$ cat src/hdl/cpu_defines.svh
`ifndef CPU_DEFINES_SVH
`define CPU_DEFINES_SVH

// Datapath word width
`define CPU_XLEN 32

// Word program counter, 128 instructions
`define CPU_PC_W 7

// Data memory word address, 64 words
`define CPU_DMEM_AW 6

// Register specifier width, 32 registers
`define CPU_REG_AW 5

`endif

$ cat src/hdl/pipe_pkg.sv
`default_nettype none
`include "cpu_defines.svh"

package pipe_pkg;

	typedef enum logic [2:0] {
		ALU_ADD = 3'd0,
		ALU_SUB = 3'd1, // Also the beq compare
		ALU_AND = 3'd2,
		ALU_OR  = 3'd3,
		ALU_SLT = 3'd4
	} alu_op_t;

	typedef struct packed {
		logic    reg_write;
		logic    mem_to_reg; // Load data to WB
		logic    mem_read;
		logic    mem_write;
		logic    branch;
		logic    alu_src;    // Immediate as operand B
		logic    reg_dst;    // rd, else rt
		alu_op_t alu_op;
	} ctrl_t;

	//////////////////////////////
	// Stage registers

	typedef struct packed {
		logic                 valid;
		logic [`CPU_PC_W-1:0] pc_next;
		logic [`CPU_XLEN-1:0] instr;
	} if_id_t;

	typedef struct packed {
		logic                   valid;
		ctrl_t                  ctrl;
		logic [`CPU_PC_W-1:0]   pc_next;
		logic [`CPU_XLEN-1:0]   data1;
		logic [`CPU_XLEN-1:0]   data2;
		logic [`CPU_XLEN-1:0]   imm;
		logic [`CPU_REG_AW-1:0] rs;
		logic [`CPU_REG_AW-1:0] rt;
		logic [`CPU_REG_AW-1:0] dst_r;
	} id_ex_t;

	typedef struct packed {
		logic                   valid;
		ctrl_t                  ctrl;
		logic [`CPU_PC_W-1:0]   branch_pc;
		logic                   zero;
		logic [`CPU_XLEN-1:0]   alu_result; // Also the data address
		logic [`CPU_XLEN-1:0]   store_data;
		logic [`CPU_REG_AW-1:0] dst;
	} ex_mem_t;

	typedef struct packed {
		logic                   valid;
		logic                   reg_write;
		logic [`CPU_REG_AW-1:0] dst;
		logic [`CPU_XLEN-1:0]   data;
	} wb_t;

	//////////////////////////////
	// Side ports

	typedef struct packed {
		logic                    en;
		logic [`CPU_DMEM_AW-1:0] addr;
		logic [`CPU_XLEN-1:0]    data;
	} dmem_wr_t;

	typedef enum logic [1:0] {
		FWD_NONE = 2'd0,
		FWD_MEM  = 2'd1, // From EX/MEM
		FWD_WB   = 2'd2  // From MEM/WB
	} fwd_sel_t;

	typedef struct packed {
		logic                 we;
		logic [`CPU_PC_W-1:0] addr;
		logic [`CPU_XLEN-1:0] data;
	} imem_load_t;

endpackage

`default_nettype wire

$ cat src/hdl/fetch_stage.sv
`timescale 1ns/1ns
`default_nettype none
`include "cpu_defines.svh"

module fetch_stage (
	input  logic                 clk,
	input  logic                 rst,
	input  logic                 enable,
	input  logic                 stall,
	input  logic                 branch_taken,
	input  logic [`CPU_PC_W-1:0] branch_pc,
	input  pipe_pkg::imem_load_t imem_load,
	output pipe_pkg::if_id_t     if_id
);

	logic [`CPU_XLEN-1:0] imem [0:(1<<`CPU_PC_W)-1]; // Instruction store
	logic [`CPU_PC_W-1:0] pc;
	logic [`CPU_PC_W-1:0] pc_inc;

	assign pc_inc = pc + 1'b1; // Wraps at the top of imem

	always_ff @(posedge clk) begin
		if (imem_load.we) begin
			imem[imem_load.addr] <= imem_load.data; // Loader port
		end
	end

	always_ff @(posedge clk) begin
		if (rst) begin
			pc          <= '0;
			if_id.valid <= 1'b0;
		end else if (enable) begin
			if (branch_taken) begin
				pc          <= branch_pc; // Redirect from MEM
				if_id.valid <= 1'b0;      // Squash wrong path
			end else if (!stall) begin
				pc            <= pc_inc;
				if_id.valid   <= 1'b1;
				if_id.pc_next <= pc_inc;
				if_id.instr   <= imem[pc]; // Async read
			end
		end
	end

endmodule

`default_nettype wire

$ cat config.mk
export PLATFORM = sky130hd
export DESIGN_NAME = fetch_stage
export DESIGN_NICKNAME = d
export VERILOG_FILES = /design/src/hdl/pipe_pkg.sv /design/src/hdl/fetch_stage.sv
export VERILOG_INCLUDE_DIRS = /design/src /design/src/hdl
export SDC_FILE = /design/constraint.sdc
export NUM_CORES = 2
export LEC_CHECK = 0
export BUFFER_PORTS_ARGS = -buffer_cell sky130_fd_sc_hd__buf_2
export CAP_MARGIN = 20
export CORE_MARGIN = 5
export CORE_UTILIZATION = 30
export DETAILED_ROUTE_END_ITERATION = 7
export PLACE_DENSITY_LB_ADDON = 0.12
export SYNTH_ARGS = -nofsm -noshare
export SYNTH_HDL_FRONTEND = slang
export SYNTH_SLANG_ARGS = --single-unit
$ cat constraint.sdc
create_clock -name clk -period 17.1 [get_ports clk]
set_input_delay 5.13 -clock clk [delete_from_list [all_inputs] [get_ports clk]]
set_output_delay 5.13 -clock clk [all_outputs]
set_load 0.05 [all_outputs]
==> metrics.yaml <==
synthesis:
  async_flop_share: 0
  synthTopCellsByArea: "edfxtp_1 79%, mux4_2 19%, clkbuf_1 0.43%, nor2_1 0.30%, mux2_2 0.23%"
  yosys-top-cells-count: "4,135 x edfxtp_1, 1,344 x mux4_2, 179 x clkbuf_1"
  syn_nets: 6118
  synth_edf_count: 4135
  ys_seq_area_frac: 0.7908
  synth_area_per_cell_um2: 25.95
  synthCells: 6065
  synth-seq-cells: 4150
  yosysWarnings: 0
  ys_types: 34
  post-synth-top-count-cell: "edfxtp_1"
  synth_largest_area_cell: "edfxtp_1"
  yosys_most_used_dff: "edfxtp_1"
  syn_area_um2: 157400
  synth_top_area_share: 0.7889
place:
  place_ws_ns: 8.803
  dp_hpwl_um: 287900
  post_dp_cell_area_um2: 168600
  gp_congestion: 0.8097
  port_buffers: 91
  placed_cells: 13050
clocking:
  hold_buffers: 0
  clk_pin_slew_ns: 0.06
  cts-root-buf: "clkbuf_16"
  cts_tree: "yes"
  htreeDepth: 5
  clock-sinks: 4150
  worstSkewPairLatency_ns: 1.02
  cts_buffer_depth: 4
  post_cts_buffers: 0
  cts_made_buffers: 450
  post_cts_resized: 0
detailed_routing:
  route.detailed.drc: 0
  dr.pass1.iters: 5
  via_per_inst: 4.995
  wire_per_inst_um: 33.61
  postRouteAntennaNets: 0
  num_vias: 69480
  drt-total-wl_um: 467500
  drt_iter0_markers: 7449
die:
  die_h_um: 734.3
  initial_core_util: 0.3004
  fp.dieArea_um2: 539200
  num_rows: 266
  core_area_um2: 523900
  die_x_um: 734.3
  io_pins: 92
outcome:
  status: "finished clean"
worst_setup_path:
  cpPeakStageDelay_ns: 0.71
  crit_fanout: 1
  critPathArrivalTime_ns: 2.11
  critPathCaptureType: "output pin"
  crit_slowest_cell: "edfxtp_1"
  critical_path_class: "flop to output pin"
  crit_buf_inv: 1
  path_cells: "buf_2"
  crit_required_ns: 11.97
  start_kind: "flop"
  cp_top_family: "flip-flops"
global_route:
  grt_antenna_before_repair: 87
  use_met2: 0.2760
  grt_pass1_vias: 71330
  grtUsageMet3: 0.02734
  grtUsageTotal: 0.1707
  grt_pass1_wl_um: 635700
  grt_util_met1: 0.2447
  grt.busiest_layer: "met2"
  grt_overflow: 0
  grt_max_degree: 102
layout:
  multi_input_area_um2: 32590
  postLayoutCoreUtil: 0.3498
  seq_area_um2: 124500
  fillers: 48010
  fin_nets: 6591
  area_growth_pct: 16.42
  layout.cells.non_filler: 13910
  drive_above_1_share: 0.3571
  fin_area_um2: 183200
sta:
  hold_violations: 0
  timing.hold.ws_ns: 0.4957
  worstMarginPinSlew_ns: 1.134
  max_freq_ghz: 0.1382
  min_period_ns: 7.238
  slew_violations: 0
  max_slew_margin: 0.2440
  worst_slack_ns: 9.862
  min_period_over_period: 0.4233
  setup_tns_ns: 0
  clock-skew-final_ns: 0.04911
  finalSetupViolations: 0
  rsz0062_at_grt: "no"
power_and_ir_drop:
  switchingPower_mw: 4.981
  p_int_mw: 17.22
  pwr-share-seq: 0.508
  power_frac_comb: 0.062
  power.total_mw: 22.20
  irDropWorstVdd_v: 0.00008279
  p_clk_frac: 0.430
  powerDensity_nw_per_um2: 121.1
  switching_share: 0.2244
  leakagePower_nw: 53.66
min_path:
  min_path_type: "flop to flop"
run:
  max_cap_viol_count: 0
[final cells by class]
cell class                 instances  area share
timing repair buffer             339     0.01605
clock buffer                     548     0.06369
clock inverter                   280     0.01497
tap                             6968     0.04758
multi-input combinational       1594      0.1779
inverter                           3  0.00006146
sequential                      4150      0.6794
antenna                           26   0.0003551
[power by group through the flow]
stage                     sequential, mW  combinational, mW  clock, mW
after CTS                           11.3               1.43       9.83
after global placement              11.5               1.42          0
after floorplan                     11.5              0.662          0
after detailed placement            11.5               1.43          0
after global routing                11.3               1.45       10.3
final                               11.3               1.38       9.55
[cells by family after synthesis]
| kind of cell | count (synthesis) | share of synthesized area |
|---|---|---|
| adders and majority gates | 1 | 0.00007948 |
| AOI/OAI and AO/OA | 18 | 0.0007711 |
| xor gates and xnor gates | 3 | 0.0001670 |
| buffers and inverters | 321 | 0.008268 |
| and+or+nand+nor | 195 | 0.005215 |
| muxes | 1377 | 0.1947 |
| DFF | 4150 | 0.7908 |
[registers in the layout, summed over array words and instances, names as in the netlist, named ones only]
name   flops
pc         7
if_id     40
imem    4096
[worst paths after layout]
kind / from / to / slack [ns] / cells past startpoint
worst max-delay path: if_id[29]$_DFFE_PP_ / if_id[29] / 9.86 / 1
worst min-delay path: pc[6]$_SDFFE_PP0N_ / flop / 0.50 / 2
worst max register to register: flop / if_id[4]$_DFFE_PP_ / 10.59 / 8
worst min register to register: pc[6]$_SDFFE_PP0N_ / flop / 0.50 / 2
[cells in the final DEF (no fill, tap or decap), drive strengths merged, types with 2 or more instances in the layout]
cell type,instances
mux2,32
or2,2
nand2b,6
nor3,11
nand4,3
clkbuf,548
o211ai,2
nand2,22
bufinv,43
dfxtp,15
inv,15
nor2b,7
diode,26
or3,2
nor2,125
a21oi,5
clkinv,217
o21ai,2
xnor2,2
buf,339
o21a,3
nand3,16
clkinvlp,8
edfxtp,4135
o311ai,2
mux4,1344
[metal layers]
layer	up-vias	part of all wire
met1	39190	0.44
li1	27760	-
met4	22	0.019
met2	1993	0.48
met5	-	0.00028
met3	513	0.057
Note: power is estimated with default switching activity, not from simulation.
