==> src/hdl/cpu_defines.svh <==
`ifndef CPU_DEFINES_SVH
`define CPU_DEFINES_SVH

// Datapath word width
`define CPU_XLEN 32

// Word program counter, 128 instructions
`define CPU_PC_W 7

// Data memory word address, 64 words
`define CPU_DMEM_AW 6

// Register specifier width, 32 registers
`define CPU_REG_AW 5

`endif

==> src/hdl/pipe_pkg.sv <==
`default_nettype none
`include "cpu_defines.svh"

package pipe_pkg;

	typedef enum logic [2:0] {
		ALU_ADD = 3'd0,
		ALU_SUB = 3'd1, // Also the beq compare
		ALU_AND = 3'd2,
		ALU_OR  = 3'd3,
		ALU_SLT = 3'd4
	} alu_op_t;

	typedef struct packed {
		logic    reg_write;
		logic    mem_to_reg; // Load data to WB
		logic    mem_read;
		logic    mem_write;
		logic    branch;
		logic    alu_src;    // Immediate as operand B
		logic    reg_dst;    // rd, else rt
		alu_op_t alu_op;
	} ctrl_t;

	//////////////////////////////
	// Stage registers

	typedef struct packed {
		logic                 valid;
		logic [`CPU_PC_W-1:0] pc_next;
		logic [`CPU_XLEN-1:0] instr;
	} if_id_t;

	typedef struct packed {
		logic                   valid;
		ctrl_t                  ctrl;
		logic [`CPU_PC_W-1:0]   pc_next;
		logic [`CPU_XLEN-1:0]   data1;
		logic [`CPU_XLEN-1:0]   data2;
		logic [`CPU_XLEN-1:0]   imm;
		logic [`CPU_REG_AW-1:0] rs;
		logic [`CPU_REG_AW-1:0] rt;
		logic [`CPU_REG_AW-1:0] dst_r;
	} id_ex_t;

	typedef struct packed {
		logic                   valid;
		ctrl_t                  ctrl;
		logic [`CPU_PC_W-1:0]   branch_pc;
		logic                   zero;
		logic [`CPU_XLEN-1:0]   alu_result; // Also the data address
		logic [`CPU_XLEN-1:0]   store_data;
		logic [`CPU_REG_AW-1:0] dst;
	} ex_mem_t;

	typedef struct packed {
		logic                   valid;
		logic                   reg_write;
		logic [`CPU_REG_AW-1:0] dst;
		logic [`CPU_XLEN-1:0]   data;
	} wb_t;

	//////////////////////////////
	// Side ports

	typedef struct packed {
		logic                    en;
		logic [`CPU_DMEM_AW-1:0] addr;
		logic [`CPU_XLEN-1:0]    data;
	} dmem_wr_t;

	typedef enum logic [1:0] {
		FWD_NONE = 2'd0,
		FWD_MEM  = 2'd1, // From EX/MEM
		FWD_WB   = 2'd2  // From MEM/WB
	} fwd_sel_t;

	typedef struct packed {
		logic                 we;
		logic [`CPU_PC_W-1:0] addr;
		logic [`CPU_XLEN-1:0] data;
	} imem_load_t;

endpackage

`default_nettype wire

==> src/hdl/mem_stage.sv <==
`timescale 1ns/1ns
`default_nettype none
`include "cpu_defines.svh"

module mem_stage (
	input  logic                 clk,
	input  logic                 rst,
	input  logic                 enable,
	input  pipe_pkg::ex_mem_t    ex_mem,
	output pipe_pkg::wb_t        mem_wb,
	output logic                 branch_taken,
	output logic [`CPU_PC_W-1:0] branch_pc,
	output pipe_pkg::dmem_wr_t   dmem_wr
);

	logic [`CPU_XLEN-1:0]    dmem [0:(1<<`CPU_DMEM_AW)-1]; // Data store
	logic [`CPU_DMEM_AW-1:0] daddr;
	logic [`CPU_XLEN-1:0]    load_data;

	assign daddr     = ex_mem.alu_result[`CPU_DMEM_AW+1:2]; // Byte address to word index
	assign load_data = dmem[daddr];                         // Async read

	// Branch resolves here, flushes IF/ID, ID/EX and EX/MEM
	assign branch_taken = ex_mem.valid && ex_mem.ctrl.branch && ex_mem.zero;
	assign branch_pc    = ex_mem.branch_pc;

	assign dmem_wr.en   = enable && ex_mem.valid && ex_mem.ctrl.mem_write; // One per store
	assign dmem_wr.addr = daddr;
	assign dmem_wr.data = ex_mem.store_data;

	always_ff @(posedge clk) begin
		if (dmem_wr.en) begin
			dmem[daddr] <= ex_mem.store_data;
		end
	end

	always_ff @(posedge clk) begin
		if (rst) begin
			mem_wb.valid     <= 1'b0;
			mem_wb.reg_write <= 1'b0;
		end else if (enable) begin
			mem_wb.valid     <= ex_mem.valid;
			mem_wb.reg_write <= ex_mem.ctrl.reg_write;
			mem_wb.dst       <= ex_mem.dst;
			mem_wb.data      <= ex_mem.ctrl.mem_to_reg ? load_data : ex_mem.alu_result;
		end
	end

endmodule

`default_nettype wire

==> config.mk <==
export PLATFORM = sky130hd
export DESIGN_NAME = mem_stage
export DESIGN_NICKNAME = d
export VERILOG_FILES = /design/src/hdl/pipe_pkg.sv /design/src/hdl/mem_stage.sv
export VERILOG_INCLUDE_DIRS = /design/src /design/src/hdl
export SDC_FILE = /design/constraint.sdc
export NUM_CORES = 2
export LEC_CHECK = 0
export BUFFER_PORTS_ARGS = -buffer_cell sky130_fd_sc_hd__buf_2
export CAP_MARGIN = 20
export CORE_MARGIN = 2
export CORE_UTILIZATION = 35
export CTS_CLUSTER_DIAMETER = 200
export DETAILED_ROUTE_END_ITERATION = 7
export GPL_ROUTABILITY_DRIVEN = 1
export HOLD_SLACK_MARGIN = 0.02
export PLACE_DENSITY_LB_ADDON = 0.25
export SLEW_MARGIN = 0
export SYNTH_ARGS = -nofsm -noshare
export SYNTH_HDL_FRONTEND = slang
export SYNTH_SLANG_ARGS = --single-unit
==> constraint.sdc <==
create_clock -name clk -period 6.5 [get_ports clk]
set_clock_uncertainty 0.05 [all_clocks]
set_input_delay 0 -clock clk [delete_from_list [all_inputs] [get_ports clk]]
set_output_delay 0 -clock clk [all_outputs]
set_load 0.02 [all_outputs]
==> results.toml <==
[outcome]
run_status = "completed"

[flow_run]
maxCapViolCount = 0

[logic_synthesis]
synthXorXnorAreaFrac_pct = 0
syn_area_per_cell_um2 = 19.3
yosysTopAreaCell = "edfxtp_1"
synth_top_family_by_area = "multiplexers"
synthArstFlopShare_pct = 0
synth_compound_area_share_pct = 7.89
synth_top_area_share_pct = 77.8
synth_fp_nets = 4264
synth-edff-count = 2085
synth_area_um2 = 80400
syn_inst = 4173
ys_types = 71
synthAdderAreaFrac_pct = 0
synth-simple-area-share_pct = 1.97
synth-warning-count = 0
yosysSeqAreaShare_pct = 77.9
synth_ff_type = "edfxtp_1"
synth-seq-cells = 2087
ys_top_cells_by_area = "edfxtp_1 (78%), mux4_2 (5.2%), mux2i_1 (2.6%)"
synthMuxAreaShare_pct = 9.83

[drt]
ant_nets = 0
totalWireLength_um = 272000
viasPerCell = 5.87
drt_pass1_iterations = 5
dr_total_vias = 45100
drtIter0Drc = 6473
wl_per_cell_um = 35.4
route.detailed.drc = 0

[power]
irDropWorstVdd_mv = 0.212
p_leak_nw = 29.1
power_density_nw_per_um2 = 301

[sta]
period_minus_slack_ns = 3.82
slew_violations = 0
hold_viol = 0
rsz0062_at_grt = "no"
fmax_mhz = 262
maxSlewHeadroom_pct = 25.0
post-route-period-util_pct = 58.8
setup-violations-final = 0
tightest_slew_ns = 1.13
setup_tns_ns = 0
setup_slack_ns = 2.68

[floorplan]
dieHeight_um = 483
coreArea_um2 = 228000
io_pins = 177
fp-row-count = 175
initial_core_util_pct = 35.3
dieArea_um2 = 234000
die_w_um = 483

[grt]
antenna_found_initial = 15
grt_start_max_net_pins = 104
grt_pass1_wl_um = 372000
grt_usage_pct = 22.8
grt_overflow = 0
grt_pass1_vias = 43300

[clock_tree]
clk_pin_slew_ns = 0.06
clk_latency_ns = 0.87
ctsResizeCount = 0
numCtsBuffers = 206
cts_setup_buffers = 0
cts_tree = "yes"
ctsHtreeMaxLevel = 4
cts_sinks = 2087
root_buffer = "clkbuf_16"
clockBufferDepth = 3
cts_hold_buf = 111

[cells_and_area]
mostFrequentLayoutCell = "edfxtp_1"
drive_above_1_share_pct = 22.1
fin_nets = 4614
area_growth_pct = 15.2
final_cell_mix = "edfxtp_1 (2085), a221oi_1 (231), clkbuf_16 (209)"
final_cell_area_um2 = 92600

[placement]
dpl_cell_area_um2 = 85300
place_ws_ns = 2.41
io_buffers = 156
dp_hpwl_um = 158000
globalplace.congestion = 0.826

[worst_setup_path]
path_max_fanout = 26
cp-start-kind = "input pin"
ff2ff_setup_slack_ns = 3.11
critPathRequiredTime_ns = 7.05
r2r-end = "mem_wb[21]"
end_kind = "register"
timing.rr.start = "dmem[8][21]"
crit_type = "input pin to register"
arrival_ns = 4.37
reg2regPathDepth = 7

[worst_hold_path]
min_path_type = "input pin to register"
hp-start = "ex_mem[52]"
min_path_cells = 4
whs_endpoint = "mem_wb[15]"
metal layers:
layer  vias to the layer above  GRT usage (%)  part of all wire [%]
li1                      18100              -                     -
met1                     24100           32.5                    41
met2                      2500           35.7                    47
met3                       366           3.87                   8.9
met4                         0           6.88                   3.0
met5                         -              0                     0
sequential cells by signal (all words and copies together), names as in the netlist:
signal / flops
dmem: 2048
mem_wb: 39
report_power, final:
part	internal [mW]	switching, mW
Clock	6.22	5.07
Combinational	0.500	1.21
Sequential	14.9	0.0183
Total	21.6	6.30
how the worst max path moves through the flow:
stage	depth (start not counted)	to	startpoint	slack (ns)
5_1_grt	9	mem_wb[20]	ex_mem[40]	2.70
4_1_cts	9	mem_wb[20]	ex_mem[40]	2.86
3_5_place_dp	8	mem_wb[30]	ex_mem[40]	2.41
3_3_place_gp	8	mem_wb[30]	ex_mem[40]	2.41
2_1_floorplan	6	dmem[36][0]	ex_mem[44]	3.34
6_report	9	mem_wb[10]	ex_mem[43]	2.68
Yosys cell counts (4+ instances only):
master	instances
edfxtp_1	2085
a221oi_1	231
mux2i_1	208
mux4_2	185
nor2_1	177
mux2_2	135
a22oi_1	132
o21ai_0	108
a21oi_1	100
buf_2	99
nand2_1	98
buf_4	97
clkbuf_1	83
o22ai_1	72
a22o_1	33
buf_6	24
a221o_1	23
buf_1	21
a31oi_1	20
nand3_1	20
o32a_1	17
o221ai_1	16
and3_1	15
o2111ai_1	15
o211ai_1	14
o22a_1	12
o2bb2ai_1	12
nor3_1	9
a32oi_1	7
nand2b_1	7
a222oi_1	6
a211o_1	5
a211oi_1	5
nand3b_1	5
nor2b_1	5
mux4_1	4
o32ai_1	4
worst max-delay path, cell delays in order:
cell and delay (ns):
dlygate4sd3_1 0.52, buf_2 0.52, or3b_2 0.34, buf_4 0.66, nor2_1 0.43, a22oi_1 0.58, o211ai_1 0.28, o32a_1 0.42
dlygate4sd3_1 0.55
cell type report:
cell class	instances	area, um^2
fillers	20200	135000
repair buffers	468	3570
multi-input cells	1753	16400
clock buffers	258	5410
flip-flops and latches	2087	62700
diodes	2	5.00
clock inverters	96	767
inverters	7	35.0
well taps	3009	3760
stage by stage:
step | util [%] | power, mW | cells | hold WS [ns]
final | 40.6 | 27.9 | 7680 | 0.0924
after global routing | 40.6 | 28.5 | 7678 | 0.121
after CTS | 40.6 | 28.0 | 7678 | 0.0381
after detailed placement | 37.4 | 16.8 | 7213 | -0.0498
after global placement | 37.4 | 16.8 | 7213 | -0.0498
after floorplan | - | 15.9 | 4173 | 0.0224
logic make-up (layout without fill, tap and decap cells):
logic type,Yosys count,after routing
simple gates,364,364
buf+inv,333,829
other cells,0,2
mux,535,535
flops,2087,2087
compound gates,854,854
(Power assumes the default switching activity.)
