===== src/hdl/cpu_defines.svh =====
`ifndef CPU_DEFINES_SVH
`define CPU_DEFINES_SVH

// Datapath word width
`define CPU_XLEN 32

// Word program counter, 128 instructions
`define CPU_PC_W 7

// Data memory word address, 64 words
`define CPU_DMEM_AW 6

// Register specifier width, 32 registers
`define CPU_REG_AW 5

`endif


===== src/hdl/isa_pkg.sv =====
`default_nettype none
`include "cpu_defines.svh"

package isa_pkg;

	typedef enum logic [5:0] {
		OP_RTYPE = 6'h00, // All register-register ALU ops
		OP_BEQ   = 6'h04,
		OP_ADDI  = 6'h08,
		OP_LW    = 6'h23,
		OP_SW    = 6'h2b
	} opcode_t;

	typedef enum logic [5:0] {
		F_ADD = 6'h20,
		F_SUB = 6'h22,
		F_AND = 6'h24,
		F_OR  = 6'h25,
		F_SLT = 6'h2a // Signed compare
	} funct_t;

	typedef struct packed {
		opcode_t                op;
		logic [`CPU_REG_AW-1:0] rs;
		logic [`CPU_REG_AW-1:0] rt;
		logic [`CPU_REG_AW-1:0] rd;
		logic [4:0]             shamt; // No shifts in this subset
		funct_t                 funct;
	} instr_r_t;

	typedef struct packed {
		opcode_t                op;
		logic [`CPU_REG_AW-1:0] rs;
		logic [`CPU_REG_AW-1:0] rt;
		logic [15:0]            imm16; // Sign extended in ID
	} instr_i_t;

	// Same 32-bit word, R view and I view
	typedef union packed {
		instr_r_t r;
		instr_i_t i;
	} instr_u;

endpackage

`default_nettype wire


===== src/hdl/pipe_pkg.sv =====
`default_nettype none
`include "cpu_defines.svh"

package pipe_pkg;

	typedef enum logic [2:0] {
		ALU_ADD = 3'd0,
		ALU_SUB = 3'd1, // Also the beq compare
		ALU_AND = 3'd2,
		ALU_OR  = 3'd3,
		ALU_SLT = 3'd4
	} alu_op_t;

	typedef struct packed {
		logic    reg_write;
		logic    mem_to_reg; // Load data to WB
		logic    mem_read;
		logic    mem_write;
		logic    branch;
		logic    alu_src;    // Immediate as operand B
		logic    reg_dst;    // rd, else rt
		alu_op_t alu_op;
	} ctrl_t;

	//////////////////////////////
	// Stage registers

	typedef struct packed {
		logic                 valid;
		logic [`CPU_PC_W-1:0] pc_next;
		logic [`CPU_XLEN-1:0] instr;
	} if_id_t;

	typedef struct packed {
		logic                   valid;
		ctrl_t                  ctrl;
		logic [`CPU_PC_W-1:0]   pc_next;
		logic [`CPU_XLEN-1:0]   data1;
		logic [`CPU_XLEN-1:0]   data2;
		logic [`CPU_XLEN-1:0]   imm;
		logic [`CPU_REG_AW-1:0] rs;
		logic [`CPU_REG_AW-1:0] rt;
		logic [`CPU_REG_AW-1:0] dst_r;
	} id_ex_t;

	typedef struct packed {
		logic                   valid;
		ctrl_t                  ctrl;
		logic [`CPU_PC_W-1:0]   branch_pc;
		logic                   zero;
		logic [`CPU_XLEN-1:0]   alu_result; // Also the data address
		logic [`CPU_XLEN-1:0]   store_data;
		logic [`CPU_REG_AW-1:0] dst;
	} ex_mem_t;

	typedef struct packed {
		logic                   valid;
		logic                   reg_write;
		logic [`CPU_REG_AW-1:0] dst;
		logic [`CPU_XLEN-1:0]   data;
	} wb_t;

	//////////////////////////////
	// Side ports

	typedef struct packed {
		logic                    en;
		logic [`CPU_DMEM_AW-1:0] addr;
		logic [`CPU_XLEN-1:0]    data;
	} dmem_wr_t;

	typedef enum logic [1:0] {
		FWD_NONE = 2'd0,
		FWD_MEM  = 2'd1, // From EX/MEM
		FWD_WB   = 2'd2  // From MEM/WB
	} fwd_sel_t;

	typedef struct packed {
		logic                 we;
		logic [`CPU_PC_W-1:0] addr;
		logic [`CPU_XLEN-1:0] data;
	} imem_load_t;

endpackage

`default_nettype wire


===== src/hdl/hazard_unit.sv =====
`timescale 1ns/1ns
`default_nettype none
`include "cpu_defines.svh"

module hazard_unit (
	input  pipe_pkg::if_id_t   if_id,
	input  pipe_pkg::id_ex_t   id_ex,
	input  pipe_pkg::ex_mem_t  ex_mem,
	input  pipe_pkg::wb_t      mem_wb,
	output pipe_pkg::fwd_sel_t fwd_a,
	output pipe_pkg::fwd_sel_t fwd_b,
	output logic               stall
);

	isa_pkg::instr_u iw;      // Instruction waiting in ID
	logic            mem_wr;  // EX/MEM will write a register
	logic            wb_wr;   // MEM/WB will write a register
	logic            load_ex; // Load sitting in EX

	assign iw     = if_id.instr;
	assign mem_wr = ex_mem.valid && ex_mem.ctrl.reg_write && (ex_mem.dst != '0);
	assign wb_wr  = mem_wb.valid && mem_wb.reg_write && (mem_wb.dst != '0);

	// Nearest producer wins
	function automatic pipe_pkg::fwd_sel_t pick(
		input logic [`CPU_REG_AW-1:0] src,
		input logic                   mem_hit,
		input logic [`CPU_REG_AW-1:0] mem_dst,
		input logic                   wb_hit,
		input logic [`CPU_REG_AW-1:0] wb_dst
	);
		if (mem_hit && (mem_dst == src))
			return pipe_pkg::FWD_MEM;
		if (wb_hit && (wb_dst == src))
			return pipe_pkg::FWD_WB;
		return pipe_pkg::FWD_NONE;
	endfunction

	assign fwd_a = pick(id_ex.rs, mem_wr, ex_mem.dst, wb_wr, mem_wb.dst);
	assign fwd_b = pick(id_ex.rt, mem_wr, ex_mem.dst, wb_wr, mem_wb.dst);

	// Loaded value is not ready for the next instruction
	assign load_ex = id_ex.valid && id_ex.ctrl.mem_read && (id_ex.dst_r != '0);
	assign stall   = if_id.valid && load_ex &&
		((id_ex.dst_r == iw.r.rs) || (id_ex.dst_r == iw.r.rt));

endmodule

`default_nettype wire


===== config.mk =====
export PLATFORM = sky130hd
export DESIGN_NAME = hazard_unit
export DESIGN_NICKNAME = d
export VERILOG_FILES = /design/src/hdl/isa_pkg.sv /design/src/hdl/pipe_pkg.sv /design/src/hdl/hazard_unit.sv
export VERILOG_INCLUDE_DIRS = /design/src /design/src/hdl
export SDC_FILE = /design/constraint.sdc
export NUM_CORES = 1
export LEC_CHECK = 0
export BUFFER_PORTS_ARGS = -buffer_cell sky130_fd_sc_hd__buf_2
export CORE_AREA = 4 4 113 115
export DETAILED_ROUTE_END_ITERATION = 12
export DIE_AREA = 0 0 117 119
export GPL_TIMING_DRIVEN = 1
export PLACE_DENSITY = 0.4
export SYNTH_ARGS = -nofsm -noshare
export SYNTH_HDL_FRONTEND = slang
export SYNTH_SLANG_ARGS = --single-unit

===== constraint.sdc =====
create_clock -name vclk -period 2
set_input_delay 0.4 -clock vclk [all_inputs]
set_output_delay 0.4 -clock vclk [all_outputs]
set_load 0.005 [all_outputs]

==> summary.txt, run 1 <==
syn nets = 345
Ant. Diodes = 0
failing checks = negative setup slack
crit path capture = fwd_a[1]
chip height = 119 um
layout cells sized above 1 = 0.639
HP Class = input pin to output port
crit path from = mem_wb[33]
final setup violation count = 4
Avg WL per Cell = 8.31 um
Worst Setup Start Kind = input pin
final slew viol count = 0
relative slew slack = 0.784
Critical Path AT = 1.71 ns
Die X = 117 um
Max Cap Viol = 0
Synth Warn # = 0
leakage power = 0.416 nW
CP Cell Sequence = buf_6, buf_6, xor2_1, or4_4, nor4_4, buf_2
period utilization = 1.05
DR vias = 588
FP Rows = 40
Hold Vio Cnt, Final = 0
highest fanout seen on the critical path = 2
dpl cell area = 903 um^2
global route total overflow = 0
Seq. cell area = 0 um^2
Worst VDD drop = 60.0 uV
final-stage net count = 406
Die Area = 13900 um^2
Worst path most repeated cell = buf_6
First-pass DRT Iterations = 3
CP Buf/Inv Count = 3
pre-CTS WS = -0.252 ns
Avg Inst Size Synth = 8.20 um^2
drt total wl = 2120 um
PwrDens = 164 nW/um^2
post-route setup TNS = -0.278 ns
Seq Cell Count = 0
Final ANT Viol Nets = 0
crit end category = output port
dpl hpwl = 1970 um
first-pass GRT wire length = 3100 um
slack of the critical path = -0.109 ns
status = finished with violations
number of buffers added on ports = 47
Hold-fix buffers, CTS = 0
DRC viols = 0
Fmax = 474 MHz
Global Route Usage Sum = 0.0277
post-synth cell types = 11
DRT iter0 DRCs = 1
register area share after synthesis = 0
critical path's slowest cell = or4_4
Final Util = 0.0882
Finished Cell Area = 1040 um^2
Syn-to-layout area delta = 160%
post-DR vias/cell = 2.31
IO Pins = 301
max incr delay on CP = 0.53 ns
CP Class = input pin to output port
RSZ-0062 raised after global routing = true
Core Area = 11800 um^2
vias in the first global route = 633
clock buffer count = 0
largest net degree at the start of global routing = 4
Tmin final = 2.11 ns
Netlist Area Pre-Place = 402 um^2
GP Congestion = 0.662
worst slew pin tran = 0.322 ns
Starting Density = 0.0340
cell family with most CP delay = simple AND/OR/NAND/NOR gates
CP required = 1.60 ns
Gate Count Post-Synth = 49
initial antenna violation count = 0
cell count along the critical path = 6
## through the flow
stage	total power, mW	cells	hold WS (ns)
after global placement	0.142	254	1.20
after detailed placement	0.143	254	1.19
after global routing	0.185	255	1.21
after CTS	0.173	255	1.19
after floorplan	0.0531	49	0.898
final	0.171	255	1.17
## layout make-up
class	instances	area [um^2]
multi-input cells	49	475
well taps	147	184
repair buffers	59	383
fillers	1387	10800
## how the worst min path moves through the flow
stage          depth (start not counted)    end  slack (ns)       start
2_1_floorplan                          2  stall        0.90  id_ex[128]
3_3_place_gp                           4  stall        1.20  id_ex[128]
3_5_place_dp                           4  stall        1.19  id_ex[128]
4_1_cts                                4  stall        1.19  id_ex[128]
5_1_grt                                4  stall        1.21  id_ex[128]
6_report                               4  stall        1.17  id_ex[128]
## repair_timing
item | 4_1_cts | 5_1_grt
buffers inserted | 1 | 0
gates resized for setup | 21 | 1
pin swaps | 11 | 2
endpoints found under the setup margin | 4 | 4
## cells by family after synthesis
| group | share of synthesized area |
|---|---|
| XOR/XNOR | 0.654 |
| AO/OA/AOI/OAI | 0.0841 |
| AND/OR/NAND/NOR | 0.262 |
## metal layers
metal  vias to the layer above  wire length (um)  GRT usage
li1                        298                 -          -
met1                       255               762     0.0309
met2                        35              1120     0.0562
met3                         0               243    0.00508
met4                         0                 0          0
met5                         -                 0          0
## power breakdown
group          leakage [nW]  internal [mW]  total (mW)  switching, mW
clock                     0              0           0              0
sequential                0              0           0              0
combinational         0.416         0.0932       0.171         0.0776
## synthesized netlist by cell type
cell        n  area, um^2
xor2_1     20         175
o211ai_1    1        7.51
o2111ai_1   1        8.76
nor4_1      2        12.5
a21oi_1     1        5.00
xnor2_1    10        87.6
nor3_1      2        10.0
nor4_2      2        25.0
or4_1       5        37.5
o211ai_2    1        12.5
nand3_1     4        20.0
## cell usage in the layout (no fill, tap or decap)
| master | count |
|---|---|
| a21oi_1 | 1 |
| buf_2 | 39 |
| buf_4 | 11 |
| buf_6 | 8 |
| buf_8 | 1 |
| nand3_1 | 4 |
| nor3_1 | 2 |
| nor4_2 | 1 |
| nor4_4 | 3 |
| o2111ai_1 | 1 |
| o211ai_1 | 1 |
| o211ai_4 | 1 |
| or4_1 | 2 |
| or4_4 | 3 |
| xnor2_1 | 8 |
| xnor2_2 | 2 |
| xor2_1 | 20 |
Power figures use the tool's default switching activity.
==> inputs of run 2 (changes only) <==
==> constraint.sdc (replaced) <==
create_clock -name vclk -period 2
set_input_delay 0.4 -clock vclk [all_inputs]
set_output_delay 0.4 -clock vclk [all_outputs]
set_load 0.05 [all_outputs]
==> run 2 against run 1 <==
Against the previous run: via count rose by 0.51%; hold slack better by 0.040 ns; the flow still finishes with violations (negative setup slack); flip-flop and latch count stayed put; largest power group unchanged; count of clock-buffer cells in the layout stayed put.
==> summary.txt, run 2 (synthesized netlist as in run 1, its figures left out) <==
internal power = 0.0940 mW (was 0.0932 mW)
critical path's slowest cell = or4_4 (unchanged)
RSZ-0062 raised after global routing = true (unchanged)
crit end category = output port (unchanged)
fin cells = 254 (was 255)
Core Area = 11800 um^2 (unchanged)
Worst path most repeated cell = buf_6 (unchanged)
Final ANT Viol Nets = 0 (unchanged)
Die X = 117 um (unchanged)
largest net degree at the start of global routing = 4 (unchanged)
number of buffers added on ports = 47 (unchanged)
Final Util = 0.0895 (was 0.0882)
Worst VDD drop = 43.5 uV (was 60.0 uV)
Clock power frac = 0 (about the same)
global route total overflow = 0 (unchanged)
FP Rows = 40 (unchanged)
leakage power = 0.410 nW (was 0.416 nW)
placed insts = 254 (unchanged)
CP Cell Sequence = buf_6, buf_4, xor2_1, or4_4, nor4_4, buf_6 (was buf_6, buf_6, xor2_1, or4_4, nor4_4, buf_2)
Hold Vio Cnt, Final = 0 (unchanged)
CP Class = input pin to output port (unchanged)
drt total wl = 1910 um (was 2120 um)
PwrDens = 164 nW/um^2 (about the same)
GP Congestion = 0.713 (was 0.662)
post-CTS setup buffer count = 0 (was 1)
Worst Setup Start Kind = input pin (unchanged)
highest fanout seen on the critical path = 2 (unchanged)
HP Class = input pin to output port (unchanged)
DRT iter0 DRCs = 10 (was 1)
final slew viol count = 0 (unchanged)
sequential power share = 0 (about the same)
Tmin final = 2.18 ns (was 2.11 ns)
Critical Path AT = 1.78 ns (was 1.71 ns)
failing checks = negative setup slack (unchanged)
first-pass GRT wire length = 2840 um (was 3100 um)
initial antenna violation count = 1 (was 0)
Starting Density = 0.0340 (unchanged)
Switching Fraction = 0.456 (was 0.454)
Global Route Usage Sum = 0.0246 (was 0.0277)
post-DR vias/cell = 2.33 (was 2.31)
clock buffer count = 0 (unchanged)
pre-CTS WS = -0.329 ns (was -0.252 ns)
First-pass DRT Iterations = 2 (was 3)
worst slew pin tran = 0.322 ns (about the same)
layout cells sized above 1 = 0.626 (was 0.639)
CP required = 1.60 ns (about the same)
period utilization = 1.09 (was 1.05)
Avg WL per Cell = 7.53 um (was 8.31 um)
final-stage net count = 405 (was 406)
Fmax = 460 MHz (was 474 MHz)
Max Cap Viol = 0 (unchanged)
CP Buf/Inv Count = 3 (unchanged)
DR vias = 591 (was 588)
Ant. Diodes = 0 (unchanged)
Hold-fix buffers, CTS = 0 (unchanged)
vias in the first global route = 639 (was 633)
IO Pins = 301 (unchanged)
slack of the critical path = -0.176 ns (was -0.109 ns)
chip height = 119 um (unchanged)
Die Area = 13900 um^2 (unchanged)
status = finished with violations (unchanged)
most common cell after layout, fill and taps aside = buf_2 (unchanged)
relative slew slack = 0.783 (was 0.784)
P_sw = 0.0789 mW (was 0.0776 mW)
Syn-to-layout area delta = 163% (was 160%)
Seq Cell Count = 0 (unchanged)
cell family with most CP delay = simple AND/OR/NAND/NOR gates (unchanged)
post-route setup TNS = -0.417 ns (was -0.278 ns)
multi-input logic area = 477 um^2 (was 475 um^2)
final setup violation count = 3 (was 4)
DRC viols = 0 (unchanged)
dpl hpwl = 1900 um (was 1970 um)
most frequent cells in the layout = 37 x buf_2, 20 x xor2_1, 10 x buf_4 (was 39 x buf_2, 20 x xor2_1, 11 x buf_4)
Seq. cell area = 0 um^2 (unchanged)
max incr delay on CP = 0.52 ns (was 0.53 ns)
Comb power frac = 1.000 (about the same)
Fill cells = 1381 (was 1387)
==> run 2: cell count changes in the layout (fill, tap and decap cells not counted), sizes merged <==
cell and delta:
buf -1
==> run 2: path summary, 6_finish.rpt <==
kind,from,to,slack [ns],cells past startpoint
max,mem_wb[36],fwd_a[1],-0.18,6
min,id_ex[128],stall,1.21,4
==> run 2: repair_timing <==
action                     4_1_cts  5_1_grt
gates resized for setup         16        2
pin swaps                        3        2
setup endpoints to repair        4        4
==> run 2: cell type report <==
type,count,share of cell area
tap,147,0.174
multi-input combinational,49,0.451
timing repair buffer,58,0.375
==> run 2: power by group through the flow <==
stage / logic, mW / clock network (mW) / registers (mW)
after floorplan: 0.0706 / 0 / 0
after global placement: 0.164 / 0 / 0
after detailed placement: 0.165 / 0 / 0
after CTS: 0.174 / 0 / 0
after global routing: 0.188 / 0 / 0
final: 0.173 / 0 / 0
==> run 2: layer usage <==
metal / GRT usage / wire length (um) / vias up
li1: - / - / 297
met1: 0.0245 / 669 / 250
met2: 0.0512 / 952 / 40
met3: 0.00762 / 274 / 2
met4: 0 / 2 / 2
met5: 0 / 13 / -
==> run 2: per-stage QoR <==
stage | total power, mW | hold WS, ns | cell area (um^2)
2_1_floorplan | 0.0706 | 0.981 | 462
3_3_place_gp | 0.164 | 1.22 | 976
3_5_place_dp | 0.165 | 1.22 | 976
4_1_cts | 0.174 | 1.22 | 1040
5_1_grt | 0.188 | 1.23 | 1060
6_report | 0.173 | 1.21 | 1060
