===== config.mk =====
export PLATFORM = sky130hd
export DESIGN_NAME = decode_stage
export DESIGN_NICKNAME = d
export VERILOG_FILES = /design/src/hdl/isa_pkg.sv /design/src/hdl/pipe_pkg.sv /design/src/hdl/decode_stage.sv
export VERILOG_INCLUDE_DIRS = /design/src /design/src/hdl
export SDC_FILE = /design/constraint.sdc
export NUM_CORES = 1
export LEC_CHECK = 0
export BUFFER_PORTS_ARGS = -buffer_cell sky130_fd_sc_hd__buf_2
export CAP_MARGIN = 0
export CORE_ASPECT_RATIO = 1.4
export CORE_MARGIN = 2
export CORE_UTILIZATION = 40
export CTS_BUF_LIST = sky130_fd_sc_hd__clkbuf_8
export CTS_CLUSTER_DIAMETER = 120
export DETAILED_ROUTE_END_ITERATION = 10
export PLACE_DENSITY = 0.63
export SYNTH_ARGS = -nofsm -noshare
export SYNTH_HDL_FRONTEND = slang
export SYNTH_SLANG_ARGS = --single-unit

===== constraint.sdc =====
create_clock -name clk -period 7.7 [get_ports clk]
set_clock_uncertainty 0.15 [all_clocks]
set_input_delay 1.54 -clock clk [delete_from_list [all_inputs] [get_ports clk]]
set_output_delay 1.54 -clock clk [all_outputs]
set_load 0.01 [all_outputs]

===== src/hdl/cpu_defines.svh =====
`ifndef CPU_DEFINES_SVH
`define CPU_DEFINES_SVH

// Datapath word width
`define CPU_XLEN 32

// Word program counter, 128 instructions
`define CPU_PC_W 7

// Data memory word address, 64 words
`define CPU_DMEM_AW 6

// Register specifier width, 32 registers
`define CPU_REG_AW 5

`endif


===== src/hdl/isa_pkg.sv =====
`default_nettype none
`include "cpu_defines.svh"

package isa_pkg;

	typedef enum logic [5:0] {
		OP_RTYPE = 6'h00, // All register-register ALU ops
		OP_BEQ   = 6'h04,
		OP_ADDI  = 6'h08,
		OP_LW    = 6'h23,
		OP_SW    = 6'h2b
	} opcode_t;

	typedef enum logic [5:0] {
		F_ADD = 6'h20,
		F_SUB = 6'h22,
		F_AND = 6'h24,
		F_OR  = 6'h25,
		F_SLT = 6'h2a // Signed compare
	} funct_t;

	typedef struct packed {
		opcode_t                op;
		logic [`CPU_REG_AW-1:0] rs;
		logic [`CPU_REG_AW-1:0] rt;
		logic [`CPU_REG_AW-1:0] rd;
		logic [4:0]             shamt; // No shifts in this subset
		funct_t                 funct;
	} instr_r_t;

	typedef struct packed {
		opcode_t                op;
		logic [`CPU_REG_AW-1:0] rs;
		logic [`CPU_REG_AW-1:0] rt;
		logic [15:0]            imm16; // Sign extended in ID
	} instr_i_t;

	// Same 32-bit word, R view and I view
	typedef union packed {
		instr_r_t r;
		instr_i_t i;
	} instr_u;

endpackage

`default_nettype wire


===== src/hdl/pipe_pkg.sv =====
`default_nettype none
`include "cpu_defines.svh"

package pipe_pkg;

	typedef enum logic [2:0] {
		ALU_ADD = 3'd0,
		ALU_SUB = 3'd1, // Also the beq compare
		ALU_AND = 3'd2,
		ALU_OR  = 3'd3,
		ALU_SLT = 3'd4
	} alu_op_t;

	typedef struct packed {
		logic    reg_write;
		logic    mem_to_reg; // Load data to WB
		logic    mem_read;
		logic    mem_write;
		logic    branch;
		logic    alu_src;    // Immediate as operand B
		logic    reg_dst;    // rd, else rt
		alu_op_t alu_op;
	} ctrl_t;

	//////////////////////////////
	// Stage registers

	typedef struct packed {
		logic                 valid;
		logic [`CPU_PC_W-1:0] pc_next;
		logic [`CPU_XLEN-1:0] instr;
	} if_id_t;

	typedef struct packed {
		logic                   valid;
		ctrl_t                  ctrl;
		logic [`CPU_PC_W-1:0]   pc_next;
		logic [`CPU_XLEN-1:0]   data1;
		logic [`CPU_XLEN-1:0]   data2;
		logic [`CPU_XLEN-1:0]   imm;
		logic [`CPU_REG_AW-1:0] rs;
		logic [`CPU_REG_AW-1:0] rt;
		logic [`CPU_REG_AW-1:0] dst_r;
	} id_ex_t;

	typedef struct packed {
		logic                   valid;
		ctrl_t                  ctrl;
		logic [`CPU_PC_W-1:0]   branch_pc;
		logic                   zero;
		logic [`CPU_XLEN-1:0]   alu_result; // Also the data address
		logic [`CPU_XLEN-1:0]   store_data;
		logic [`CPU_REG_AW-1:0] dst;
	} ex_mem_t;

	typedef struct packed {
		logic                   valid;
		logic                   reg_write;
		logic [`CPU_REG_AW-1:0] dst;
		logic [`CPU_XLEN-1:0]   data;
	} wb_t;

	//////////////////////////////
	// Side ports

	typedef struct packed {
		logic                    en;
		logic [`CPU_DMEM_AW-1:0] addr;
		logic [`CPU_XLEN-1:0]    data;
	} dmem_wr_t;

	typedef enum logic [1:0] {
		FWD_NONE = 2'd0,
		FWD_MEM  = 2'd1, // From EX/MEM
		FWD_WB   = 2'd2  // From MEM/WB
	} fwd_sel_t;

	typedef struct packed {
		logic                 we;
		logic [`CPU_PC_W-1:0] addr;
		logic [`CPU_XLEN-1:0] data;
	} imem_load_t;

endpackage

`default_nettype wire


===== src/hdl/decode_stage.sv =====
`timescale 1ns/1ns
`default_nettype none
`include "cpu_defines.svh"

module decode_stage (
	input  logic             clk,
	input  logic             rst,
	input  logic             enable,
	input  logic             stall,
	input  logic             flush,
	input  pipe_pkg::if_id_t if_id,
	input  pipe_pkg::wb_t    mem_wb,
	output pipe_pkg::id_ex_t id_ex
);

	isa_pkg::instr_u        iw;
	pipe_pkg::ctrl_t        ctrl_d;
	logic [`CPU_XLEN-1:0]   regs [0:(1<<`CPU_REG_AW)-1];
	logic                   wr_en;
	logic [`CPU_XLEN-1:0]   data1_d;
	logic [`CPU_XLEN-1:0]   data2_d;
	logic [`CPU_XLEN-1:0]   imm_d;
	logic [`CPU_REG_AW-1:0] dst_d;

	assign iw    = if_id.instr;
	assign wr_en = mem_wb.valid && mem_wb.reg_write && (mem_wb.dst != '0);
	assign imm_d = {{(`CPU_XLEN-16){iw.i.imm16[15]}}, iw.i.imm16};
	assign dst_d = ctrl_d.reg_dst ? iw.r.rd : iw.r.rt;

	// r0 reads zero, WB write seen same cycle
	function automatic logic [`CPU_XLEN-1:0] read_reg(input logic [`CPU_REG_AW-1:0] idx);
		if (idx == '0)
			return '0;
		if (wr_en && (mem_wb.dst == idx))
			return mem_wb.data;
		return regs[idx];
	endfunction

	always_comb begin
		ctrl_d = '0; // Unknown words decode to a no-op
		case (iw.r.op)
			isa_pkg::OP_RTYPE: begin
				ctrl_d.reg_write = 1'b1;
				ctrl_d.reg_dst   = 1'b1;
				case (iw.r.funct)
					isa_pkg::F_ADD: ctrl_d.alu_op = pipe_pkg::ALU_ADD;
					isa_pkg::F_SUB: ctrl_d.alu_op = pipe_pkg::ALU_SUB;
					isa_pkg::F_AND: ctrl_d.alu_op = pipe_pkg::ALU_AND;
					isa_pkg::F_OR:  ctrl_d.alu_op = pipe_pkg::ALU_OR;
					isa_pkg::F_SLT: ctrl_d.alu_op = pipe_pkg::ALU_SLT;
					default:        ctrl_d = '0; // All-zero word lands here
				endcase
			end
			isa_pkg::OP_ADDI: begin
				ctrl_d.reg_write = 1'b1;
				ctrl_d.alu_src   = 1'b1;
			end
			isa_pkg::OP_LW: begin
				ctrl_d.reg_write  = 1'b1;
				ctrl_d.mem_to_reg = 1'b1;
				ctrl_d.mem_read   = 1'b1;
				ctrl_d.alu_src    = 1'b1; // Base plus offset
			end
			isa_pkg::OP_SW: begin
				ctrl_d.mem_write = 1'b1;
				ctrl_d.alu_src   = 1'b1;
			end
			isa_pkg::OP_BEQ: begin
				ctrl_d.branch = 1'b1;
				ctrl_d.alu_op = pipe_pkg::ALU_SUB; // Zero flag on equal
			end
			default: ctrl_d = '0;
		endcase
		if (!if_id.valid)
			ctrl_d = '0;
	end

	always_comb begin
		data1_d = read_reg(iw.r.rs);
		data2_d = read_reg(iw.r.rt);
	end

	always_ff @(posedge clk) begin
		if (enable && wr_en) begin
			regs[mem_wb.dst] <= mem_wb.data; // Register file write
		end
	end

	//////////////////////////////
	// ID/EX register

	always_ff @(posedge clk) begin
		if (rst) begin
			id_ex.valid <= 1'b0;
			id_ex.ctrl  <= '0;
		end else if (enable) begin
			if (flush || stall) begin
				id_ex.valid <= 1'b0; // Bubble
				id_ex.ctrl  <= '0;
			end else begin
				id_ex.valid   <= if_id.valid;
				id_ex.ctrl    <= ctrl_d;
				id_ex.pc_next <= if_id.pc_next;
				id_ex.data1   <= data1_d;
				id_ex.data2   <= data2_d;
				id_ex.imm     <= imm_d;
				id_ex.rs      <= iw.r.rs;
				id_ex.rt      <= iw.r.rt;
				id_ex.dst_r   <= dst_d;
			end
		end
	end

endmodule

`default_nettype wire


==> results.txt <==
----------------------------------------------------
[Power and ir drop]
  Leakage power ... 0.0197 uW
  Post-route total power ... 12700 uW
  Peak ir drop on the vdd network ... 107 uV
  Power Dens Cells ... around 220 mW/mm2

[STA]
  Maximum clock rate ... ~0.23 GHz
  RSZ-0062 raised after global routing ... false
  Setup TNS ... 0 ns
  Normalized max-slew margin ... between 15 and 20%
  Min Clock Period, post-route ... approximately 4.3 ns
  Final setup viols ... 0
  Hold Slack ... 0.308 ns
  Share of the clock period used by the worst path after layout ... approximately 56%
  Hold Vio Cnt, Final ... 0
  Slew of the pin with the lowest slew margin ... ~1.2 ns
  Max Slew Vio Count ... 0

[GRT]
  Global-route wire length before repair ... around 240 mm
  Final global-route overflow total ... 0
  Vias in the first global route ... about 33k
  Number of antenna violations at the first check in global routing ... 21
  Total routing resource utilization after global routing ... around 25%
  Pin count of the biggest net entering global routing ... slightly below 100

[Worst hold path]
  Worst min path class ... flop to flop

[Layout]
  Area growth from synthesis to layout ... 11.9%
  Fraction of final layout cells sized beyond drive strength 1 ... between 20% and 30%
  Final Net Count ... ~3.4k

[Logic synthesis]
  Largest family of logic cells by synthesized area ... multiplexers
  Share of synthesized area occupied by flip-flops and latches ... 64.6%
  Leading cell type by number of instances after synthesis ... sky130_fd_sc_hd__edfxtp_1
  Synth Instances ... around 3k
  Synth Area in XOR/XNOR ... 0.166%
  Synth Cell Area ... around 0.053 mm2
  Fraction of the mapped netlist area in adder cells ... 0%
  Post-synth top flop ... sky130_fd_sc_hd__edfxtp_1
  Fraction of registers with async set/reset ... 0%
  Mapped Avg Cell Area ... roughly 18 um2
  Multiplexer fraction of the synthesized cell area ... 22.4%
  Compound-gate portion of the synthesized area ... 5.98%
  Cell types occupying the most area after synthesis ... sky130_fd_sc_hd__edfxtp_1, sky130_fd_sc_hd__mux4_2, sky130_fd_sc_hd__mux2i_1, sky130_fd_sc_hd__nand2_1, sky130_fd_sc_hd__nor2_1
  Leading cell types by count after synthesis ... sky130_fd_sc_hd__edfxtp_1, sky130_fd_sc_hd__mux4_2, sky130_fd_sc_hd__nand2_1, sky130_fd_sc_hd__mux2i_1, sky130_fd_sc_hd__nor2_1
  Number of synthesized flops with an enable pin ... between 1k and 1.5k
  Largest area contributor in the synthesized netlist ... sky130_fd_sc_hd__edfxtp_1
  Library cells used by synthesis ... between 60 and 70
  Synth Warn # ... 0
  Post-synthesis simple-gate area fraction ... under 10%
  Area share of the largest cell type after synthesis ... 64.2%
  Post-synthesis register bit count ... about 1.1k

[CTS]
  CTS buffer count ... 170
  Number of resized instances in the post-cts repair step ... 0
  Clock edge transition at the registers on the reported setup and hold paths ... approximately 0.070 ns
  Clock Path Buffers ... 3
  Post-CTS repair timing setup buffer count ... 0
  Number of sinks handled by clock tree synthesis ... 1136
  Level count of the clock H-tree ... 4
  Clock root cell ... sky130_fd_sc_hd__clkbuf_8
  Quantity of hold-fixing buffers added after cts ... 0
  Clk Latency, worst-skew pair ... 0.88 ns
  Clock tree from TritonCTS ... yes

[Job]
  Max-cap violation count ... 0

[Detailed routing]
  Post-route ant nets ... 0
  WL final ... between 150 and 200 mm
  Detailed-route via count ... ~33k
  First-iteration detailed-routing DRC count ... approximately 4.0k
  DR WL/cell ... around 33 um
  Drt first pass iters ... 5
  DRC Markers ... 0
  Average vias per placed instance ... between 6 and 7

[Status]
  Status ... complete, no violations

[Die]
  Initial core utilization ... roughly two fifths
  I/O pins ... between 200 and 250
  Floorplan die height ... between 400 and 500 um
  Floorplan die width ... 311 um
  DIE AREA ... 0.135 mm2
  Core region area ... 0.131 mm2
  Site row count ... about 160

[Critical path]
  Kind of capture point of the worst setup path ... flop
  Last element of the critical path ... id_ex[48]
  Worst Reg-to-Reg Cells ... 6
  Worst r2r src ... regs[3][15]
  First element of the critical path ... if_id[17]
  Crit Path Class ... input pin to flop
  Critical path required time ... 8.15 ns
  Maximum fanout along the worst path ... 32
  Reg2Reg Setup Slack ... about 5.3 ns
  Arrival time of data at the critical path endpoint ... between 4 and 5 ns
  Kind of start point of the critical path ... input pin
  R2R Path End ... id_ex[94]

[Placed design]
  Weighted congestion reported at the end of routability-driven placement ... between 0.8 and 0.9
  Dpl hpwl ... around 100 mm
  IO Port Bufs ... ~210

----------------------------------------------------
## state kept, by name, indices dropped and copies added, names as in the netlist
| signal | flops |
|---|---|
| id_ex | 112 |
| regs | 1024 |
## layout by cell type, fill, tap and decap left out, types with 7 or more instances in the layout
cell / instances
sky130_fd_sc_hd__nor2_4: 35
sky130_fd_sc_hd__nand4_1: 10
sky130_fd_sc_hd__nor2_1: 80
sky130_fd_sc_hd__o21ai_0: 41
sky130_fd_sc_hd__o2111ai_1: 21
sky130_fd_sc_hd__o22a_1: 10
sky130_fd_sc_hd__clkinv_2: 20
sky130_fd_sc_hd__a2111o_1: 24
sky130_fd_sc_hd__mux2i_1: 258
sky130_fd_sc_hd__clkbuf_8: 179
sky130_fd_sc_hd__a211o_1: 15
sky130_fd_sc_hd__o22ai_1: 28
sky130_fd_sc_hd__bufinv_16: 7
sky130_fd_sc_hd__buf_12: 9
sky130_fd_sc_hd__conb_1: 32
sky130_fd_sc_hd__nor3_1: 18
sky130_fd_sc_hd__edfxtp_1: 1126
sky130_fd_sc_hd__mux4_2: 397
sky130_fd_sc_hd__clkinv_1: 45
sky130_fd_sc_hd__a32o_1: 10
sky130_fd_sc_hd__buf_4: 82
sky130_fd_sc_hd__a22oi_1: 13
sky130_fd_sc_hd__a221o_1: 19
sky130_fd_sc_hd__nand3_1: 24
sky130_fd_sc_hd__o21a_1: 7
sky130_fd_sc_hd__a21o_1: 26
sky130_fd_sc_hd__o41ai_1: 21
sky130_fd_sc_hd__a21oi_1: 71
sky130_fd_sc_hd__dfxtp_1: 10
sky130_fd_sc_hd__buf_2: 205
sky130_fd_sc_hd__a222oi_1: 7
sky130_fd_sc_hd__nand2_1: 313
sky130_fd_sc_hd__a221oi_2: 9
sky130_fd_sc_hd__o21ai_1: 16
sky130_fd_sc_hd__inv_1: 48
sky130_fd_sc_hd__mux2_2: 26
sky130_fd_sc_hd__o221ai_1: 15
sky130_fd_sc_hd__a221oi_1: 27
## stage by stage
stage          cells  utilization [%]  cell area [um2]  setup WS [ns]
2_1_floorplan   3038                -            52800          0.973
3_3_place_gp    4845             42.7            55700           2.54
3_5_place_dp    4845             42.7            55700           2.50
4_1_cts         5148             45.1            58900           3.46
5_1_grt         5151             45.1            58900           3.37
6_report        5154             45.1            58900           3.35
## layer usage
layer | track usage, % | vias to the layer above | part of all wire (%)
li1 | - | 13000 | -
met1 | 30.6 | 17200 | 36
met2 | 42.0 | 1930 | 49
met3 | 5.84 | 453 | 9.3
met4 | 13.3 | 24 | 5.3
met5 | 0 | - | 0.086
## critical path: stages
cell	delay [ns]
sky130_fd_sc_hd__buf_6	0.35
sky130_fd_sc_hd__clkinv_2	0.71
sky130_fd_sc_hd__nand2_2	0.92
sky130_fd_sc_hd__buf_4	0.29
sky130_fd_sc_hd__o22ai_1	0.08
sky130_fd_sc_hd__a211o_1	0.32
sky130_fd_sc_hd__o22a_1	0.21
sky130_fd_sc_hd__a32o_1	0.26
## report_power, final
| part | internal, uW | total [uW] | switching, uW |
|---|---|---|---|
| clock | 2380 | 4760 | 2380 |
| combinational | 412 | 1090 | 678 |
| sequential | 6860 | 6880 | 22.2 |
## kinds of logic after synthesis
| family | Yosys count |
|---|---|
| AO/OA/AOI/OAI | 411 |
| other | 1 |
| AND/OR/NAND/NOR | 517 |
| flip-flops | 1136 |
| XOR/XNOR | 10 |
| multiplexers | 681 |
| buffers and inverters | 251 |
## cell type report
class / instances / area (um2)
flip-flops and latches: 1136 / 34000
multi-input cells: 1651 / 17600
well taps: 1749 / 2190
inverters: 8 / 33.8
clock buffers: 179 / 2460
fillers: 11300 / 71700
clock inverters: 124 / 712
diodes: 6 / 15.0
repair buffers: 301 / 1890
## how the worst min path moves through the flow
| stage | start | slack, ns | end | cells past startpoint |
|---|---|---|---|---|
| 2_1_floorplan | id_ex[120] | 0.33 | id_ex[120] | 2 |
| 3_3_place_gp | id_ex[120] | 0.29 | id_ex[120] | 2 |
| 3_5_place_dp | id_ex[120] | 0.30 | id_ex[120] | 2 |
| 4_1_cts | id_ex[120] | 0.31 | id_ex[120] | 2 |
| 5_1_grt | id_ex[119] | 0.34 | id_ex[119] | 2 |
| 6_report | id_ex[120] | 0.31 | id_ex[120] | 2 |
No activity file was read; power rests on OpenSTA's default activity.
